===== src/hdl/axi_arb_pkg.sv =====
package axi_arb_pkg;

    // axi field widths
    typedef logic [31:0] axi_addr_t;
    typedef logic [31:0] axi_data_t;
    typedef logic [3:0]  axi_strb_t;
    typedef logic [3:0]  axi_id_t;
    typedef logic [3:0]  axi_len_t;
    typedef logic [2:0]  axi_size_t;
    typedef logic [1:0]  axi_lock_t;
    typedef logic [3:0]  axi_cache_t;
    typedef logic [2:0]  axi_prot_t;
    typedef logic [1:0]  axi_resp_code_t;

    typedef enum logic [1:0] {
        burst_fixed = 2'b00,
        burst_incr  = 2'b01,
        burst_wrap  = 2'b10
    } axi_burst_e;

    // master-driven side of all five channels
    typedef struct packed {
        // read address
        axi_addr_t      araddr;
        axi_id_t        arid;
        axi_len_t       arlen;
        axi_size_t      arsize;
        axi_burst_e     arburst;
        axi_lock_t      arlock;
        axi_cache_t     arcache;
        axi_prot_t      arprot;
        logic           arvalid;
        // read data
        logic           rready;
        // write address
        axi_id_t        awid;
        axi_addr_t      awaddr;
        axi_len_t       awlen;
        axi_size_t      awsize;
        axi_burst_e     awburst;
        axi_lock_t      awlock;
        axi_cache_t     awcache;
        axi_prot_t      awprot;
        logic           awvalid;
        // write data
        axi_id_t        wid;
        axi_data_t      wdata;
        axi_strb_t      wstrb;
        logic           wlast;
        logic           wvalid;
        // write response
        logic           bready;
    } axi_req_t;

    // slave-driven side
    typedef struct packed {
        logic           arready;
        axi_id_t        rid;
        axi_data_t      rdata;
        axi_resp_code_t rresp;
        logic           rlast;
        logic           rvalid;
        logic           awready;
        logic           wready;
        axi_id_t        bid;
        axi_resp_code_t bresp;
        logic           bvalid;
    } axi_resp_t;

    // bus ownership
    typedef enum logic {
        st_idle  = 1'b0,
        st_owned = 1'b1
    } grant_state_e;

endpackage

===== src/hdl/bus_arbiter_top.sv =====
module bus_arbiter_top
    import axi_arb_pkg::*;
#(
    // 0 uncached data, 1 uncached instr, 2 dcache, 3 icache
    parameter int num_masters = 4,
    localparam int idx_w = (num_masters > 1) ? $clog2(num_masters) : 1
) (
    input  logic                   clk,
    input  logic                   resetn,
    input  logic [num_masters-1:0] i_valid,
    input  axi_req_t               i_req  [num_masters],
    input  axi_resp_t              i_resp,
    output axi_req_t               o_req,
    output axi_resp_t              o_resp [num_masters]
);

    logic             owned;
    logic [idx_w-1:0] owner;

    grant_fsm #(
        .num_masters (num_masters)
    ) i_grant_fsm (
        .clk     (clk),
        .resetn  (resetn),
        .i_valid (i_valid),
        .o_owned (owned),
        .o_owner (owner)
    );

    bus_switch #(
        .num_masters (num_masters)
    ) i_bus_switch (
        .i_owned (owned),
        .i_owner (owner),
        .i_req   (i_req),
        .i_resp  (i_resp),
        .o_req   (o_req),
        .o_resp  (o_resp)
    );

endmodule


===== src/hdl/bus_switch.sv =====
module bus_switch
    import axi_arb_pkg::*;
#(
    parameter int num_masters = 4,
    localparam int idx_w = (num_masters > 1) ? $clog2(num_masters) : 1
) (
    input  logic             i_owned,
    input  logic [idx_w-1:0] i_owner,
    input  axi_req_t         i_req  [num_masters],
    input  axi_resp_t        i_resp,
    output axi_req_t         o_req,
    output axi_resp_t        o_resp [num_masters]
);

    logic [num_masters-1:0] slot_sel;

    // one-hot owner, empty when the bus is free
    always_comb begin : owner_decode
        slot_sel = '0;
        for (int k = 0; k < num_masters; k++) begin
            if (i_owned && (i_owner == idx_w'(k))) begin
                slot_sel[k] = 1'b1;
            end
        end
    end

    // nothing reaches the slave before a grant
    always_comb begin : req_mux
        o_req = '0;
        for (int k = 0; k < num_masters; k++) begin
            if (slot_sel[k]) begin
                o_req = i_req[k];
            end
        end
    end

    // response goes to the owner only, other slots stay quiet
    for (genvar k = 0; k < num_masters; k++) begin : g_resp
        always_comb begin
            if (slot_sel[k]) begin
                o_resp[k] = i_resp;
            end else begin
                o_resp[k] = '0;
            end
        end
    end

endmodule


===== src/hdl/grant_fsm.sv =====
module grant_fsm
    import axi_arb_pkg::*;
#(
    parameter int num_masters = 4,
    localparam int idx_w = (num_masters > 1) ? $clog2(num_masters) : 1
) (
    input  logic                   clk,
    input  logic                   resetn,
    input  logic [num_masters-1:0] i_valid,
    output logic                   o_owned,
    output logic [idx_w-1:0]       o_owner
);

    grant_state_e     state_q;
    grant_state_e     state_d;
    logic [idx_w-1:0] owner_q;
    logic [idx_w-1:0] owner_d;
    logic [idx_w-1:0] pick;
    logic             any_valid;
    logic             owner_valid;

    assign any_valid = |i_valid;

    // lowest asking index wins, so scan from the top down
    always_comb begin : pick_lowest
        pick = '0;
        for (int k = num_masters - 1; k >= 0; k--) begin
            if (i_valid[k]) begin
                pick = idx_w'(k);
            end
        end
    end

    // only the owner's valid matters once the bus is taken
    always_comb begin : owner_watch
        owner_valid = 1'b0;
        for (int k = 0; k < num_masters; k++) begin
            if (owner_q == idx_w'(k)) begin
                owner_valid = i_valid[k];
            end
        end
    end

    always_comb begin : next_state
        state_d = state_q;
        owner_d = owner_q;
        case (state_q)
            st_idle: begin
                if (any_valid) begin
                    state_d = st_owned;
                    owner_d = pick;
                end
            end
            st_owned: begin
                // release takes effect at this edge, next grant one edge later
                if (!owner_valid) begin
                    state_d = st_idle;
                    owner_d = '0;
                end
            end
            default: begin
                state_d = st_idle;
                owner_d = '0;
            end
        endcase
    end

    always_ff @(posedge clk) begin
        if (!resetn) begin
            state_q <= st_idle;
            owner_q <= '0;
        end else begin
            state_q <= state_d;
            owner_q <= owner_d;
        end
    end

    assign o_owned = (state_q == st_owned);
    assign o_owner = owner_q;

endmodule


===== config.mk =====
export PLATFORM = sky130hd
export DESIGN_NAME = bus_arbiter_top
export DESIGN_NICKNAME = d
export VERILOG_FILES = /design/src/hdl/axi_arb_pkg.sv /design/src/hdl/bus_arbiter_top.sv /design/src/hdl/bus_switch.sv /design/src/hdl/grant_fsm.sv
export SDC_FILE = /design/constraint.sdc
export NUM_CORES = 1
export LEC_CHECK = 0
export BUFFER_PORTS_ARGS = -buffer_cell sky130_fd_sc_hd__clkbuf_2
export CAP_MARGIN = 15
export CORE_AREA = 2 2 394 396
export DETAILED_ROUTE_END_ITERATION = 12
export DIE_AREA = 0 0 396 398
export GPL_TIMING_DRIVEN = 1
export PLACE_DENSITY_LB_ADDON = 0.12
export SLEW_MARGIN = 20
export SYNTH_ARGS = -nofsm -noshare
export SYNTH_HDL_FRONTEND = slang
export SYNTH_SLANG_ARGS = --single-unit

===== constraint.sdc =====
create_clock -name clk -period 2.05 [get_ports clk]
set_input_delay 0.41 -clock clk [delete_from_list [all_inputs] [get_ports clk]]
set_output_delay 0.41 -clock clk [all_outputs]
set_load 0.02 [all_outputs]

==> run summary <==
Max Cap Violations -> 0
H-tree depth -> 1
Synth area leader -> mux4_2
WP data arrival -> 2.02 ns
crit end category -> output port
Worst-Skew Late Latency -> 0.23 ns
unrepaired setup endpoints after global routing -> yes
Hold Vio Cnt, Final -> 0
Initial Utilization -> 4.09%
row cnt -> 144
most frequent cells after synthesis -> and2_1 (354), mux4_2 (154), clkbuf_1 (43), buf_2 (16), buf_6 (12)
CTS tree -> done
M3 GR Usage -> 2.69%
Worst-path clk slew -> 0.03 ns
die area -> 0.158 sq mm
WL per Instance -> 24.9 microns
Post-Syn Instances -> 607
total number of vias -> 10200
DP HPWL -> 80300 microns
Slew Viols, Final -> 0
Detail Route Antenna Nets -> 0
fin crit share -> 119%
Final Setup Violations -> 354
Critical Path Start Type -> flop
Power Density -> 238 mW/mm^2
CP peak stage delay -> 0.51 ns
prevailing post-synth register cell -> dfxtp_1
worst min-delay path category -> in2reg
Port-buffer cells -> 1025
Yosys cell types -> 19
largest net degree at the start of global routing -> 77
Buf/Inv on CP -> 4
EDFF count, synth -> 0
met1 Usage GRT -> 11.6%
Final min period -> 2.43 ns
Min Hold Slack -> 0.449 ns
synth warn -> 0
post-synthesis sequential area ratio -> 0.957%
share of the synthesized area in the top cell type -> 55.3%
clock root buffer -> clkbuf_16
DRT iter0 DRCs -> 414
PnR worst setup slack -> -0.384 ns
status -> finished, violations left
achievable frequency -> 411 MHz
WP data required -> 1.64 ns
Syn Std Cell Area -> 0.00628 sq mm
CP Class -> reg2out
Post-route DRC -> 0
Top delay family on crit path -> buffers and inverters
gr usage total -> 10.4%
async set-or-reset flop fraction in the synthesized netlist -> 0%
Mapped Nets -> 1279
violated checks -> setup timing
die height -> 398 microns
Worst Path Max Fanout -> 13
peak supply drop -> 149 uV
CP max-delay cell -> mux4_2
syn avg cell area -> 10.3 sq um
share of cells above drive strength 1 -> 91.9%
Leak -> 8.16 nW
first-pass GRT wire length -> 109000 microns
worst-margin pin slew -> 0.473 ns
Register Area -> 71.3 sq um
#FFs+latches synth -> 3
CTS Buf Count -> 3
antenna violations before repair -> 47
Clock Sinks -> 3
Core ar. -> 0.153 sq mm
DR pass1 iterations -> 4
Multi-input gate area -> 0.00644 sq mm
number of global-route vias before repair -> 10400
I/O pins -> 1026
gr busiest metal -> met2
CP dominant cell by count -> buf_12
GR Util met2 -> 20.2%
Tot Pwr -> 4.33 mW
Layout area overhead -> 190%
most instantiated library cell after synthesis -> and2_1
CTS max path bufs -> 2
skew final -> 0.00115 ns
dominant cells by area after synthesis -> mux4_2 (55%), and2_1 (35%), clkbuf_1 (2.6%)
GRT Residual Overflow -> 0
Slew HR -> 67.6%
vias per std cell -> 2.73
GP Congestion -> 0.852
worst path cell trace -> buf_12 > buf_12 > buf_4 > mux4_2 > and2_1 > clkbuf_2
die width -> 396 microns
fill cell count -> 17800
Routed WL -> 93200 microns
number of nets in the layout -> 2363
-- final timing paths --
check / from / end / slack (ns) / depth (start not counted)
max reg2reg: i_grant_fsm.o_owner[0] / i_grant_fsm.o_owner[0] / 0.31 / 8
max: i_grant_fsm.o_owner[0] / o_req[107] / -0.38 / 6
min: resetn / i_grant_fsm.o_owner[1] / 0.45 / 2
min reg2reg: i_grant_fsm.o_owned / i_grant_fsm.o_owner[1] / 0.87 / 3
-- sequential cells by signal, indices dropped and copies added, names as in the netlist --
| signal | count |
|---|---|
| i_grant_fsm.o_owned | 1 |
| i_grant_fsm.o_owner | 2 |
-- metrics by stage --
step / TNS (ns) / setup slack [ns] / utilization [%] / instance area (sq um) / cells
after CTS: -106.89 / -0.463 / 9.87 / 15100 / 3678
after floorplan: 0 / 0.189 / - / 6280 / 607
final: -86.82 / -0.384 / 11.9 / 18200 / 3746
after global routing: -119.92 / -0.480 / 11.8 / 18200 / 3737
after global placement: -26.15 / -0.321 / 9.48 / 14500 / 3666
after detailed placement: -24.09 / -0.321 / 9.48 / 14500 / 3666
-- final cells by class --
cell class	instances	share of cell area [%]
antenna	12	0.165
clock buffer	4	0.434
timing repair buffer	1153	49.5
tap	2044	14.1
sequential	3	0.392
inverter	1	0.0206
multi-input combinational	529	35.4
-- cells by family after synthesis --
kind of cell / Yosys count / share of synthesized area (%)
buf+inv: 75 / 6.42
mux: 157 / 55.7
compound gates: 5 / 0.598
simple gates: 367 / 36.3
flops: 3 / 0.957
-- layout by cell type, fill, tap and decap left out --
| cell | instances |
|---|---|
| clkbuf_2 | 695 |
| buf_6 | 234 |
| and2_4 | 232 |
| mux4_2 | 154 |
| and2_1 | 120 |
| buf_2 | 60 |
| buf_4 | 53 |
| buf_12 | 50 |
| clkbuf_16 | 25 |
| clkbuf_8 | 16 |
| diode_2 | 12 |
| buf_16 | 9 |
| buf_8 | 9 |
| clkbuf_4 | 5 |
| nor2_4 | 3 |
| mux2i_1 | 3 |
| o21a_1 | 3 |
| dfxtp_4 | 3 |
| and2_2 | 2 |
| nor2_1 | 2 |
| nor3_1 | 2 |
| nor4_1 | 2 |
| and3_4 | 1 |
| nand2_1 | 1 |
| nand2_4 | 1 |
| nand2b_4 | 1 |
| inv_1 | 1 |
| a2111oi_0 | 1 |
| o22ai_1 | 1 |
| clkbuf_1 | 1 |
-- layer usage --
layer	part of all wire [%]	routed length [microns]	up-vias
li1	-	-	4418
met1	36	33400	5168
met2	55	51200	545
met3	7.8	7320	83
met4	1.1	1050	30
met5	0.20	185	-
-- power breakdown --
group	total (mW)	leakage [nW]	switching [mW]	internal [mW]
registers	0.0825	0.0267	0.0206	0.0619
clock network	0.315	0.0382	0.0581	0.257
logic	3.93	8.10	1.90	2.03
-- timing repair --
action                                  CTS  global route
endpoints found under the setup margin  354           354
resized for setup                        93          1047
buffers inserted                          4            32
hold buffers                              0             0
cloned                                    4            26
pin swaps                                 1           126
(Power assumes the default switching activity.)
